`config.mk`:
```
export PLATFORM = sky130hd
export DESIGN_NAME = writeback_buf
export DESIGN_NICKNAME = d
export VERILOG_FILES = /design/src/hdl/cache_cfg_pkg.sv /design/src/hdl/writeback_buf.sv
export SDC_FILE = /design/constraint.sdc
export NUM_CORES = 1
export LEC_CHECK = 0
export BUFFER_PORTS_ARGS = -buffer_cell sky130_fd_sc_hd__buf_2
export CAP_MARGIN = 20
export CORE_MARGIN = 2
export CORE_UTILIZATION = 52
export DETAILED_ROUTE_END_ITERATION = 10
export PLACE_DENSITY = 0.84
export SETUP_SLACK_MARGIN = 0.3
export SYNTH_ARGS = -nofsm -noshare
export SYNTH_HDL_FRONTEND = slang
export SYNTH_SLANG_ARGS = --single-unit
export TNS_END_PERCENT = 30
```
`constraint.sdc`:
```
create_clock -name clk -period 3.6 [get_ports clk]
set_input_delay 0.54 -clock clk [delete_from_list [all_inputs] [get_ports clk]]
set_output_delay 0.54 -clock clk [all_outputs]
set_load 0.03 [all_outputs]
```
`src/hdl/cache_cfg_pkg.sv`:
```
package cache_cfg_pkg;

    // address and data widths
    localparam int ADDR_W   = 32;
    localparam int WORD_W   = 32;
    localparam int STRB_W   = WORD_W / 8;     // byte strobes per word

    // geometry
    localparam int WORDS    = 4;              // words per line
    localparam int SETS     = 16;
    localparam int WAYS     = 2;
    localparam int LINE_W   = WORDS * WORD_W; // 128 bits per line

    // address split: tag | index | offset
    localparam int OFFSET_W = 4;              // byte offset in line
    localparam int INDEX_W  = 4;
    localparam int TAG_W    = ADDR_W - INDEX_W - OFFSET_W;
    localparam int WSEL_W   = $clog2(WORDS);  // word select inside offset

endpackage

```
`src/hdl/writeback_buf.sv`:
```
module writeback_buf
    import cache_cfg_pkg::*;
(
    input  logic              clk,
    input  logic              rst,
    input  logic              load,
    input  logic [LINE_W-1:0] victim_line,
    input  logic [ADDR_W-1:0] victim_addr,
    input  logic              w_rdy,
    input  logic              w_data_ready,
    input  logic              b_valid,
    output logic              w_req,
    output logic [ADDR_W-1:0] w_addr,
    output logic [WORD_W-1:0] w_data,
    output logic              w_valid,
    output logic              w_last,
    output logic              b_ready,
    output logic              wb_done
);
    typedef enum logic [1:0] {wbs_idle, wbs_addr, wbs_data, wbs_resp} wb_state_e;

    wb_state_e         state_q;
    logic [LINE_W-1:0] line_q;
    logic [WSEL_W-1:0] beat_q;

    always_ff @(posedge clk) begin
        if (load) begin
            line_q <= victim_line;
            w_addr <= victim_addr;
        end
    end

    always_ff @(posedge clk) begin
        if (rst) begin
            state_q <= wbs_idle;
            beat_q  <= '0;
        end else begin
            case (state_q)
                wbs_idle: if (load) state_q <= wbs_addr;
                wbs_addr: if (w_rdy) state_q <= wbs_data;  // address accepted
                wbs_data: if (w_data_ready) begin
                    beat_q <= beat_q + 1'b1;
                    if (w_last) state_q <= wbs_resp;
                end
                wbs_resp: if (b_valid) state_q <= wbs_idle;
                default:  state_q <= wbs_idle;
            endcase
        end
    end

    assign w_req   = (state_q == wbs_addr);
    assign w_valid = (state_q == wbs_data);
    assign w_last  = w_valid && (beat_q == WSEL_W'(WORDS - 1));
    assign w_data  = line_q[beat_q*WORD_W +: WORD_W];
    assign b_ready = (state_q == wbs_resp);
    assign wb_done = b_ready && b_valid;

endmodule

```
## After elaboration in Yosys (flattened, before gate mapping)

Cells that the tools add are included.

| word-level totals | value |
|---|---|
| flip-flop bits (word level) | 164 |
| latch bits | 0 |
| bits in writable memories | 0 |
| memory bits (read-only) | 0 |
| bits of input ports | 166 |
| output and inout port bits | 69 |
| word-level logic and storage cells | 26 |
| memories | 0 |

| operators by class | value |
|---|---|
| add/sub/neg operators | 1 |
| multipliers | 0 |
| divide/modulo/power cells | 0 |
| magnitude comparators | 0 |
| eq/ne operators | 9 |
| shift-type cells | 1 |
| multiplexer cells | 6 |
| bitwise gates (word level) | 0 |
| reductions and logical operators | 5 |

Operators with widths:

| kind | count |
|---|---|
| $shiftx A128 B8 Y32 | 1 |
| $mux W2 | 5 |
| $ne A2 B2 Y1 const B | 4 |
| $pmux W2 S4 | 1 |
| $eq A2 B2 Y1 const B | 3 |
| $reduce_and A5 Y1 | 1 |
| $add A2 B1 Y2 const B | 1 |
| $eq A2 B1 Y1 const B | 1 |
| $logic_and A1 B1 Y1 | 2 |
| $logic_not A2 Y1 | 1 |
| $ne A2 B1 Y1 const B | 1 |
| $reduce_and A2 Y1 | 1 |

## Longest topological paths before layout

Gate-level depths: netlist of the first run.

| logic depth | value |
|---|---|
| word-level depth | 5 |
| depth in mapped cells | 6 |
| mapped depth without buffers | 6 |

## Worst setup path before layout of the first run

OpenSTA, ideal clock, no wires.

| timing path | value |
|---|---|
| kind | reg-to-output |
| from | register beat_q[0] |
| to | output w_data[10] |
| arrival time | 1220 ps |
| required time | 3060 ps |
| path slack | 1840 ps |
| cell stages (with the launch flop) | 4 |
| path through | dfxtp_1 buf_6 buf_12 mux4_2 |

| on the way | value |
|---|---|
| longest elaborated chain between the ends | 1 |

Ends and longest elaborated chain:

| what | line | RTL |
|---|---|---|
| start: declaration | writeback_buf.sv:24 | `logic [WSEL_W-1:0] beat_q;` |
| start signal: assignment | writeback_buf.sv:42 | `beat_q <= beat_q + 1'b1;` |
| $shiftx A128 B8 Y32 | writeback_buf.sv:54 | `assign w_data = line_q[beat_q*WORD_W +: WORD_W];` |
| end: declaration | writeback_buf.sv:14 | `output logic [WORD_W-1:0] w_data,` |

No other way between the ends.

## Worst setup path in the final report of the first run

| timing path | value |
|---|---|
| from | register beat_q[0] |
| to | output w_data[0] |

Same word-level chain as after synthesis.

==> results_tabular.tex, run 1 <==
\begin{tabular}{lr}
\hline
Metric & Value \\
\hline
\multicolumn{2}{l}{\textbf{Floorplanning}} \\
Core ar. & 0.0110 sq mm \\
Die Width & 111 um \\
Num rows & 38 \\
Full die area & 0.0122 sq mm \\
Starting density of the core & 0.538 \\
DIE HEIGHT & 111 um \\
I/O pins & 235 \\
\multicolumn{2}{l}{\textbf{Cells and area}} \\
Number of filler instances in the final layout & 675 \\
Number of nets at the end of the flow & 654 \\
Share of final-layout standard cells stronger than drive strength 1 & 0.602 \\
Multi-input gate area & 920 sq um \\
Final Non-Filler Cells & 635 \\
Area delta synth->final & 32.8\% \\
Seq. cell area & 0.00489 sq mm \\
Inserted Diodes & 0 \\
\multicolumn{2}{l}{\textbf{Worst setup path}} \\
Count of buffer and inverter cells on the critical path & 2 \\
Largest incremental delay on the critical path & 0.73 ns \\
Critical path origin & beat\_q[0] \\
Cell type group with the largest total delay on the critical path & flip-flops \\
Kind of critical path & flop to output port \\
Worst Reg-to-Reg Cells & 4 \\
Worst path slowest cell & sky130\_fd\_sc\_hd\_\_dfxtp\_2 \\
Reg-to-reg critical path startpoint & beat\_q[1] \\
R2r endpoint & state\_q[1] \\
Cells along the critical path & buf\_4 > mux4\_1 > buf\_2 \\
Data arrival at the endpoint of the critical path & 2.29 ns \\
Largest fanout of any net on the critical path & 17 \\
Worst Setup Start Kind & flop \\
Flop2flop setup slack & 1.70 ns \\
Endpoint required time on the critical path & 3.06 ns \\
Critical path capture point type & output port \\
\multicolumn{2}{l}{\textbf{Yosys}} \\
Cell taking the most area after synthesis & sky130\_fd\_sc\_hd\_\_edfxtp\_1 \\
Sequential fraction of the synthesis area & 0.826 \\
Ranking of synthesized cells by instance count & sky130\_fd\_sc\_hd\_\_edfxtp\_1, sky130\_fd\_sc\_hd\_\_mux4\_2, sky130\_fd\_sc\_hd\_\_ha\_1 \\
Predominant post-synthesis flop cell & sky130\_fd\_sc\_hd\_\_edfxtp\_1 \\
Synth cell types & 23 \\
Cells after Synth & 234 \\
Number of synthesized flops with an enable pin & 160 \\
Count of state elements after synthesis & 164 \\
Nets in the synthesized netlist & 406 \\
Leading cell type by number of instances after synthesis & sky130\_fd\_sc\_hd\_\_edfxtp\_1 \\
Per-instance average area after synthesis & 25.3 sq um \\
Share of the synthesized area in the top cell type & 0.813 \\
Main area contributors after synthesis & sky130\_fd\_sc\_hd\_\_edfxtp\_1, sky130\_fd\_sc\_hd\_\_mux4\_2, sky130\_fd\_sc\_hd\_\_dfxtp\_1 \\
Fraction of registers with async set/reset & 0 \\
Post-Synthesis Cell Area & 0.00591 sq mm \\
Yosys warnings & 0 \\
\multicolumn{2}{l}{\textbf{STA}} \\
Slew at the pin closest to its max-slew limit & 0.866 ns \\
Worst hold slack & 0.294 ns \\
Total setup violations reported at the end of the flow & 0 \\
Final clock skew & 0.00280 ns \\
Time the worst path needs with I/O delays and setup & 2.83 ns \\
Number of hold violations in the final report & 0 \\
Setup repair after global routing missed its margin & no \\
Number of max-slew violations in the final report & 0 \\
Fraction of the cycle the final worst path needs & 0.787 \\
Peak Freq & 353 MHz \\
Relative slew slack & 0.422 \\
Total negative setup slack & 0 ns \\
\multicolumn{2}{l}{\textbf{Global route}} \\
Largest net degree at the start of global routing & 87 \\
Vias in the first global route & 3527 \\
Wire length of the first global-routing pass & 18.0 mm \\
Total grt overflow & 0 \\
Global router's overall resource usage & 0.199 \\
Antenna violations before repair & 0 \\
\multicolumn{2}{l}{\textbf{Clock tree}} \\
Maximum buffer depth of the clock tree & 2 \\
Number of buffers added by the clock tree synthesis step & 17 \\
\# clock sinks & 164 \\
Post-CTS Setup Bufs & 0 \\
CTS tree & yes \\
Root Driver & sky130\_fd\_sc\_hd\_\_clkbuf\_16 \\
CTS clock-pin slew for the worst setup and hold paths & 0.06 ns \\
Number of H-tree levels & 4 \\
Number of cells upsized or downsized after cts & 0 \\
Clk Latency, worst-skew pair & 0.41 ns \\
Hold buffer count at cts & 0 \\
\multicolumn{2}{l}{\textbf{Run status}} \\
Outcome & finished, final reports clean \\
\multicolumn{2}{l}{\textbf{Pwr}} \\
Power consumption & 4.97 mW \\
Pleak & 3.13 nW \\
Worst ir drop on vdd & 554 uV \\
Power per cell area & 633 mW/mm\^{}2 \\
\multicolumn{2}{l}{\textbf{Hold path}} \\
Worst hold path depth & 1 \\
Worst min-delay path startpoint & victim\_line[122] \\
Hold-critical path endpoint & line\_q[122] \\
Path type of the worst min-delay path & input pin to flop \\
\multicolumn{2}{l}{\textbf{Placement}} \\
Final HPWL DP & 8.26 mm \\
Port Buffer Count & 234 \\
Number of placed instances, taps included & 603 \\
Placer congestion estimate & 0.774 \\
\multicolumn{2}{l}{\textbf{Flow run}} \\
Count of max-cap constraint violations & 0 \\
\multicolumn{2}{l}{\textbf{Detailed routing}} \\
Drt first-iter violations & 168 \\
Post-Route WL & 11.6 mm \\
DRC Markers & 0 \\
Post-detailed-route wirelength per cell & 18.3 um \\
Ratio of routed vias to standard cells & 5.14 \\
Pre-Repair DR Iteration Count & 4 \\
Antenna-violating nets left & 0 \\
Detailed-route via count & 3261 \\
\hline
\end{tabular}
-- cells in the final DEF (no fill, tap or decap), drive strengths merged --
cell type / n
nor2: 2
mux4: 32
ha: 6
a211oi: 1
edfxtp: 160
nand3: 1
buf: 237
o221ai: 1
nor3: 1
bufinv: 5
nor2b: 2
dfxtp: 4
nand2b: 1
mux2i: 1
nand2: 4
and2: 2
inv: 7
o31a: 1
a21oi: 1
xor2: 1
clkinvlp: 1
clkbuf: 18
clkinv: 6
-- cell type report --
| class | instances | share of cell area |
|---|---|---|
| repair buffers | 237 | 0.154 |
| flip-flops and latches | 164 | 0.623 |
| clock inverters | 14 | 0.0265 |
| well taps | 140 | 0.0223 |
| multi-input cells | 57 | 0.117 |
| inverters | 5 | 0.00239 |
| clock buffers | 18 | 0.0547 |
-- per-stage QoR --
step,setup WS (ns),instance area [sq um],utilization
after global placement,1.14,7210,0.657
after floorplan,1.84,5910,-
after global routing,0.580,7850,0.715
final,0.767,7850,0.715
after CTS,0.672,7850,0.715
after detailed placement,1.16,7210,0.657
-- metal layers --
metal,up-vias,global-route usage,share of wire
li1,1479,-,-
met1,1597,0.226,0.36
met2,174,0.339,0.54
met3,11,0.0812,0.088
met4,0,0.0758,0.014
met5,-,0,0
-- sequential cells by signal, indices dropped and copies added (netlist names) --
register and flops:
state_q 2, line_q 128, w_addr 32, beat_q 2
-- report_power, final --
group | total [mW] | internal, mW | switching (mW)
Sequential | 2.35 | 2.27 | 0.0733
Clock | 1.92 | 1.23 | 0.694
Combinational | 0.701 | 0.288 | 0.414
Total | 4.97 | 3.79 | 1.18
-- cells by family (layout without fill, tap and decap cells) --
group                      Yosys count  after routing  share of synthesized area
xor gates and xnor gates             1              1                    0.00148
AOI/OAI and AO/OA                    4              4                    0.00508
adders and majority gates            6              6                     0.0127
and+or+nand+nor                     13             13                     0.0108
muxes                               33             33                      0.125
buffers and inverters               13            274                     0.0184
DFF                                164            164                      0.826
-- worst max path at each step --
stage,to,cells past startpoint
finish,w_data[0],3
global route,w_data[0],3
CTS,w_data[0],3
detailed placement,w_data[0],3
global placement,w_data[0],3
floorplan,w_data[10],3
No activity file was read; power rests on OpenSTA's default activity.
==> inputs of run 2 (changes only) <==
--- a/config.mk
+++ b/config.mk
@@ -8,9 +8,9 @@
 export BUFFER_PORTS_ARGS = -buffer_cell sky130_fd_sc_hd__buf_2
 export CAP_MARGIN = 20
 export CORE_MARGIN = 2
-export CORE_UTILIZATION = 52
+export CORE_UTILIZATION = 48
 export DETAILED_ROUTE_END_ITERATION = 10
-export PLACE_DENSITY = 0.84
+export PLACE_DENSITY = 0.78
 export SETUP_SLACK_MARGIN = 0.3
 export SYNTH_ARGS = -nofsm -noshare
 export SYNTH_HDL_FRONTEND = slang
==> constraint.sdc (replaced) <==
create_clock -name clk -period 2.9 [get_ports clk]
set_input_delay 0.435 -clock clk [delete_from_list [all_inputs] [get_ports clk]]
set_output_delay 0.435 -clock clk [all_outputs]
set_load 0.03 [all_outputs]
==> results_tabular.tex, run 2 (synthesis results as in run 1) <==
\begin{tabular}{lr}
\hline
Metric & Value \\
\hline
\multicolumn{2}{l}{\textbf{Pwr}} \\
Portion of total power attributed to the clock network & 0.356 \\
Switch Pwr & 1.44 mW \\
Switching part of the total & 0.244 \\
Internal cell power & 4.44 mW \\
Pleak & 3.10 nW \\
Power per cell area & 753 mW/mm\^{}2 \\
Power consumption & 5.87 mW \\
Sequential power share & 0.492 \\
Worst ir drop on vdd & 651 uV \\
Portion of total power attributed to combinational logic & 0.152 \\
\multicolumn{2}{l}{\textbf{Flow run}} \\
Count of max-cap constraint violations & 0 \\
\multicolumn{2}{l}{\textbf{Cells and area}} \\
Highest-count cells in the layout ignoring fill and taps & sky130\_fd\_sc\_hd\_\_buf\_2, sky130\_fd\_sc\_hd\_\_edfxtp\_1, sky130\_fd\_sc\_hd\_\_mux4\_2, sky130\_fd\_sc\_hd\_\_clkbuf\_16, sky130\_fd\_sc\_hd\_\_ha\_1 \\
Max FFs per register & 128 \\
Area delta synth->final & 31.9\% \\
Most flops, register & line\_q \\
Registers with the most flip-flops & line\_q: 128 flops, w\_addr: 32 flops \\
Share of final-layout standard cells stronger than drive strength 1 & 0.595 \\
Number of nets at the end of the flow & 656 \\
Final standard cell area without fillers & 0.00780 sq mm \\
Most common library cell in the layout ignoring fill and taps & sky130\_fd\_sc\_hd\_\_buf\_2 \\
\multicolumn{2}{l}{\textbf{Floorplanning}} \\
Full die area & 0.0132 sq mm \\
Starting density of the core & 0.492 \\
I/O pins & 235 \\
Core ar. & 0.0120 sq mm \\
Die Width & 115 um \\
DIE HEIGHT & 115 um \\
Num rows & 40 \\
\multicolumn{2}{l}{\textbf{Global route}} \\
Antenna violations before repair & 2 \\
Total grt overflow & 0 \\
Global router's overall resource usage & 0.181 \\
Vias in the first global route & 3439 \\
Wire length of the first global-routing pass & 17.3 mm \\
Largest net degree at the start of global routing & 77 \\
\multicolumn{2}{l}{\textbf{Clock tree}} \\
Maximum buffer depth of the clock tree & 2 \\
Post-CTS Setup Bufs & 0 \\
Hold buffer count at cts & 0 \\
\# clock sinks & 164 \\
Root Driver & sky130\_fd\_sc\_hd\_\_clkbuf\_16 \\
CTS clock-pin slew for the worst setup and hold paths & 0.06 ns \\
Number of cells upsized or downsized after cts & 0 \\
Clk Latency, worst-skew pair & 0.41 ns \\
CTS tree & yes \\
Number of buffers added by the clock tree synthesis step & 17 \\
Number of H-tree levels & 4 \\
\multicolumn{2}{l}{\textbf{Detailed routing}} \\
Drt first-iter violations & 202 \\
Ratio of routed vias to standard cells & 5.00 \\
Post-detailed-route wirelength per cell & 18.3 um \\
Antenna-violating nets left & 0 \\
Pre-Repair DR Iteration Count & 4 \\
Detailed-route via count & 3221 \\
DRC Markers & 0 \\
Post-Route WL & 11.8 mm \\
\multicolumn{2}{l}{\textbf{Worst setup path}} \\
Endpoint required time on the critical path & 2.47 ns \\
Data arrival at the endpoint of the critical path & 2.00 ns \\
Worst Reg-to-Reg Cells & 4 \\
Worst path slowest cell & sky130\_fd\_sc\_hd\_\_dfxtp\_2 \\
Largest incremental delay on the critical path & 0.74 ns \\
Kind of critical path & flop to output port \\
Flop2flop setup slack & 1.21 ns \\
Worst Setup Start Kind & flop \\
Cells along the critical path & buf\_4 > mux4\_2 > buf\_2 \\
Reg-to-reg critical path startpoint & beat\_q[1] \\
R2r endpoint & state\_q[1] \\
Largest fanout of any net on the critical path & 23 \\
End point of the critical path & w\_data[16] \\
Critical path origin & beat\_q[1] \\
Critical path capture point type & output port \\
\multicolumn{2}{l}{\textbf{STA}} \\
Relative slew slack & 0.569 \\
Final clock skew & 0.00169 ns \\
Slew at the pin closest to its max-slew limit & 0.646 ns \\
Total setup violations reported at the end of the flow & 0 \\
Peak Freq & 410 MHz \\
Time the worst path needs with I/O delays and setup & 2.44 ns \\
Fraction of the cycle the final worst path needs & 0.840 \\
Number of max-slew violations in the final report & 0 \\
Setup repair after global routing missed its margin & no \\
Total negative setup slack & 0 ns \\
Number of hold violations in the final report & 0 \\
\multicolumn{2}{l}{\textbf{Run status}} \\
Outcome & finished, final reports clean \\
\multicolumn{2}{l}{\textbf{Placement}} \\
Placer congestion estimate & 0.732 \\
Final HPWL DP & 8.53 mm \\
Post-place instance area & 0.00725 sq mm \\
Port Buffer Count & 234 \\
\multicolumn{2}{l}{\textbf{Hold path}} \\
Worst min-delay path startpoint & victim\_line[52] \\
Path type of the worst min-delay path & input pin to flop \\
\hline
\end{tabular}
==> run 2: stage by stage <==
step | utilization | instances | setup slack (ns) | hold WS (ns)
6_report | 0.649 | 644 | 0.463 | 0.188
5_1_grt | 0.649 | 643 | 0.352 | 0.168
4_1_cts | 0.649 | 643 | 0.380 | 0.169
3_5_place_dp | 0.604 | 612 | 0.864 | 0.526
3_3_place_gp | 0.604 | 612 | 0.894 | 0.508
2_1_floorplan | - | 234 | 1.25 | 0.483
==> run 2: cell type report <==
type,count,area [sq um]
antenna,1,2.50
clock buffer,20,437
clock inverter,11,111
inverter,5,18.8
fill,827,4210
multi-input combinational,57,920
timing repair buffer,239,1240
tap,147,184
sequential,164,4890
==> run 2: metal layers <==
layer / share of wire / track usage / up-vias / wire length (um)
li1: - / - / 1481 / -
met1: 0.36 / 0.196 / 1570 / 4240
met2: 0.53 / 0.310 / 148 / 6180
met3: 0.093 / 0.0807 / 20 / 1090
met4: 0.019 / 0.0795 / 2 / 225
met5: 0.0011 / 0 / - / 13
==> run 2: worst min-delay path by stage <==
stage | end | cells after the start
6_report | line_q[52] | 1
5_1_grt | w_addr[17] | 1
4_1_cts | line_q[21] | 1
3_5_place_dp | state_q[1] | 2
3_3_place_gp | state_q[1] | 2
2_1_floorplan | state_q[1] | 2
==> run 2: power by group through the flow <==
stage / combinational (mW) / sequential (mW) / clock (mW)
floorplan: 0.534 / 2.99 / 0
detailed placement: 0.901 / 2.95 / 0
CTS: 0.904 / 2.90 / 2.13
global placement: 0.877 / 2.93 / 0
finish: 0.890 / 2.89 / 2.09
global route: 0.956 / 2.91 / 2.22
==> run 2: worst max-delay path, delay by kind of cell (launching register included) <==
kind / cells / cell delay (ns)
buffers and inverters: 2 / 0.51
flip-flops: 1 / 0.74
multiplexers: 1 / 0.32
==> inputs of run 3 (changes only) <==
--- a/config.mk
+++ b/config.mk
@@ -8,9 +8,9 @@
 export BUFFER_PORTS_ARGS = -buffer_cell sky130_fd_sc_hd__buf_2
 export CAP_MARGIN = 20
 export CORE_MARGIN = 2
-export CORE_UTILIZATION = 48
+export CORE_UTILIZATION = 43
 export DETAILED_ROUTE_END_ITERATION = 10
-export PLACE_DENSITY = 0.78
+export PLACE_DENSITY = 0.74
 export SETUP_SLACK_MARGIN = 0.3
 export SYNTH_ARGS = -nofsm -noshare
 export SYNTH_HDL_FRONTEND = slang
==> constraint.sdc (replaced) <==
create_clock -name clk -period 2.1 [get_ports clk]
set_input_delay 0.315 -clock clk [delete_from_list [all_inputs] [get_ports clk]]
set_output_delay 0.315 -clock clk [all_outputs]
set_load 0.03 [all_outputs]
==> results_tabular.tex, run 3 (synthesis results as in run 1) <==
\begin{tabular}{lr}
\hline
Metric & Value \\
\hline
\multicolumn{2}{l}{\textbf{Global route}} \\
Vias in the first global route & 3587 \\
Gr busiest metal & met2 \\
Global router's overall resource usage & 0.167 \\
Antenna violations before repair & 0 \\
GR met1 Demand/Resource & 0.192 \\
Total grt overflow & 0 \\
Met3 Track Usage GR & 0.0719 \\
Wire length of the first global-routing pass & 18.2 mm \\
Largest net degree at the start of global routing & 77 \\
Met2 demand-to-capacity share in global routing & 0.287 \\
\multicolumn{2}{l}{\textbf{Pwr}} \\
Worst ir drop on vdd & 914 uV \\
Portion of total power attributed to combinational logic & 0.168 \\
Switch Pwr & 2.03 mW \\
Portion of total power attributed to the clock network & 0.373 \\
Power per cell area & 1060 mW/mm\^{}2 \\
Pleak & 3.25 nW \\
Switching part of the total & 0.233 \\
Internal cell power & 6.66 mW \\
Sequential power share & 0.459 \\
\multicolumn{2}{l}{\textbf{Detailed routing}} \\
Post-Route WL & 12.3 mm \\
Pre-Repair DR Iteration Count & 4 \\
Post-detailed-route wirelength per cell & 18.0 um \\
Ratio of routed vias to standard cells & 4.84 \\
DRC Markers & 0 \\
Antenna-violating nets left & 0 \\
Drt first-iter violations & 214 \\
Detailed-route via count & 3312 \\
\multicolumn{2}{l}{\textbf{Clock tree}} \\
CTS tree & yes \\
Number of buffers added by the clock tree synthesis step & 17 \\
Number of H-tree levels & 4 \\
Maximum buffer depth of the clock tree & 2 \\
CTS clock-pin slew for the worst setup and hold paths & 0.06 ns \\
Hold buffer count at cts & 0 \\
Root Driver & sky130\_fd\_sc\_hd\_\_clkbuf\_16 \\
Clk Latency, worst-skew pair & 0.41 ns \\
\# clock sinks & 164 \\
\multicolumn{2}{l}{\textbf{Worst setup path}} \\
Count of buffer and inverter cells on the critical path & 2 \\
Worst Reg-to-Reg Cells & 7 \\
Cell type group with the largest total delay on the critical path & multiplexers \\
Kind of critical path & flop to output port \\
Worst Setup Start Kind & flop \\
Data arrival at the endpoint of the critical path & 1.75 ns \\
Cells along the critical path & buf\_12 > mux4\_1 > buf\_2 \\
R2r endpoint & state\_q[1] \\
Critical path capture point type & output port \\
Worst path slowest cell & sky130\_fd\_sc\_hd\_\_mux4\_1 \\
Largest fanout of any net on the critical path & 10 \\
Reg-to-reg critical path startpoint & beat\_q[0] \\
Largest incremental delay on the critical path & 0.60 ns \\
Count of cell instances traversed by the critical path & 3 \\
Flop2flop setup slack & 0.55 ns \\
End point of the critical path & w\_data[31] \\
Critical path origin & beat\_q[0] \\
Endpoint required time on the critical path & 1.78 ns \\
\multicolumn{2}{l}{\textbf{STA}} \\
Final clock skew & 0.00427 ns \\
Peak Freq & 483 MHz \\
Setup repair after global routing missed its margin & yes \\
Relative slew slack & 0.728 \\
Number of hold violations in the final report & 0 \\
Total setup violations reported at the end of the flow & 0 \\
Time the worst path needs with I/O delays and setup & 2.07 ns \\
Number of max-slew violations in the final report & 0 \\
Worst hold slack & 0.0772 ns \\
Slew at the pin closest to its max-slew limit & 0.408 ns \\
Total negative setup slack & 0 ns \\
Setup WS post-layout & 0.0309 ns \\
Fraction of the cycle the final worst path needs & 0.985 \\
\multicolumn{2}{l}{\textbf{Placement}} \\
Placer congestion estimate & 0.724 \\
Post-place instance area & 0.00731 sq mm \\
Port Buffer Count & 234 \\
Final HPWL DP & 8.41 mm \\
Post-placement setup slack & 0.371 ns \\
\multicolumn{2}{l}{\textbf{Floorplanning}} \\
Die Width & 121 um \\
Core ar. & 0.0133 sq mm \\
Full die area & 0.0147 sq mm \\
Num rows & 42 \\
I/O pins & 235 \\
Starting density of the core & 0.443 \\
DIE HEIGHT & 121 um \\
\multicolumn{2}{l}{\textbf{Cells and area}} \\
Share of final-layout standard cells stronger than drive strength 1 & 0.613 \\
Registers with the most flip-flops & line\_q: 128 flops, w\_addr: 32 flops \\
Highest-count cells in the layout ignoring fill and taps & sky130\_fd\_sc\_hd\_\_buf\_2, sky130\_fd\_sc\_hd\_\_edfxtp\_1, sky130\_fd\_sc\_hd\_\_mux4\_2, sky130\_fd\_sc\_hd\_\_clkbuf\_16, sky130\_fd\_sc\_hd\_\_buf\_6 \\
Most common library cell in the layout ignoring fill and taps & sky130\_fd\_sc\_hd\_\_buf\_2 \\
Most flops, register & line\_q \\
Max FFs per register & 128 \\
Inserted Diodes & 0 \\
Area delta synth->final & 39.0\% \\
Final standard cell area without fillers & 0.00822 sq mm \\
Number of nets at the end of the flow & 669 \\
\multicolumn{2}{l}{\textbf{Run status}} \\
Outcome & finished, final reports clean \\
\multicolumn{2}{l}{\textbf{Flow run}} \\
Count of max-cap constraint violations & 0 \\
\multicolumn{2}{l}{\textbf{Hold path}} \\
Worst hold path depth & 1 \\
Path type of the worst min-delay path & input pin to flop \\
\hline
\end{tabular}
==> run 3: worst min path at each step <==
stage | startpoint | endpoint | slack (ns)
3_3_place_gp | victim_line[29] | line_q[29] | 0.49
3_5_place_dp | victim_line[14] | line_q[14] | 0.49
4_1_cts | victim_line[74] | line_q[74] | 0.06
2_1_floorplan | rst | beat_q[1] | 0.38
5_1_grt | victim_addr[5] | w_addr[5] | 0.06
6_report | victim_line[42] | line_q[42] | 0.08
==> run 3: what timing repair did <==
action,CTS,global route
setup endpoints to repair,33,33
pin swaps,0,0
hold endpoints to repair,0,0
buffers inserted,9,3
resized for setup,11,41
==> run 3: metrics by stage <==
stage,instances,utilization,power [mW]
floorplan,234,-,4.86
global placement,642,0.547,5.26
detailed placement,642,0.547,5.32
CTS,682,0.607,8.69
global route,685,0.616,8.98
finish,685,0.616,8.69
==> run 3: power by group through the flow <==
stage	logic (mW)	registers [mW]	clock network, mW
final	1.46	3.99	3.24
after detailed placement	1.26	4.05	0
after floorplan	0.738	4.13	0
after global placement	1.23	4.03	0
after CTS	1.39	3.99	3.31
after global routing	1.55	4.01	3.41
==> run 3: final cells by class <==
class	count	area [sq um]
multi-input cells	57	935
clock buffers	20	437
well taps	176	220
clock inverters	11	184
inverters	5	18.8
flip-flops and latches	164	4890
fillers	1006	5130
repair buffers	252	1530
==> run 3: layer usage <==
layer  share of wire  wire length [um]
met1            0.37              4600
met2            0.52              6420
met3           0.091              1120
met4           0.014               169
met5               0                 0
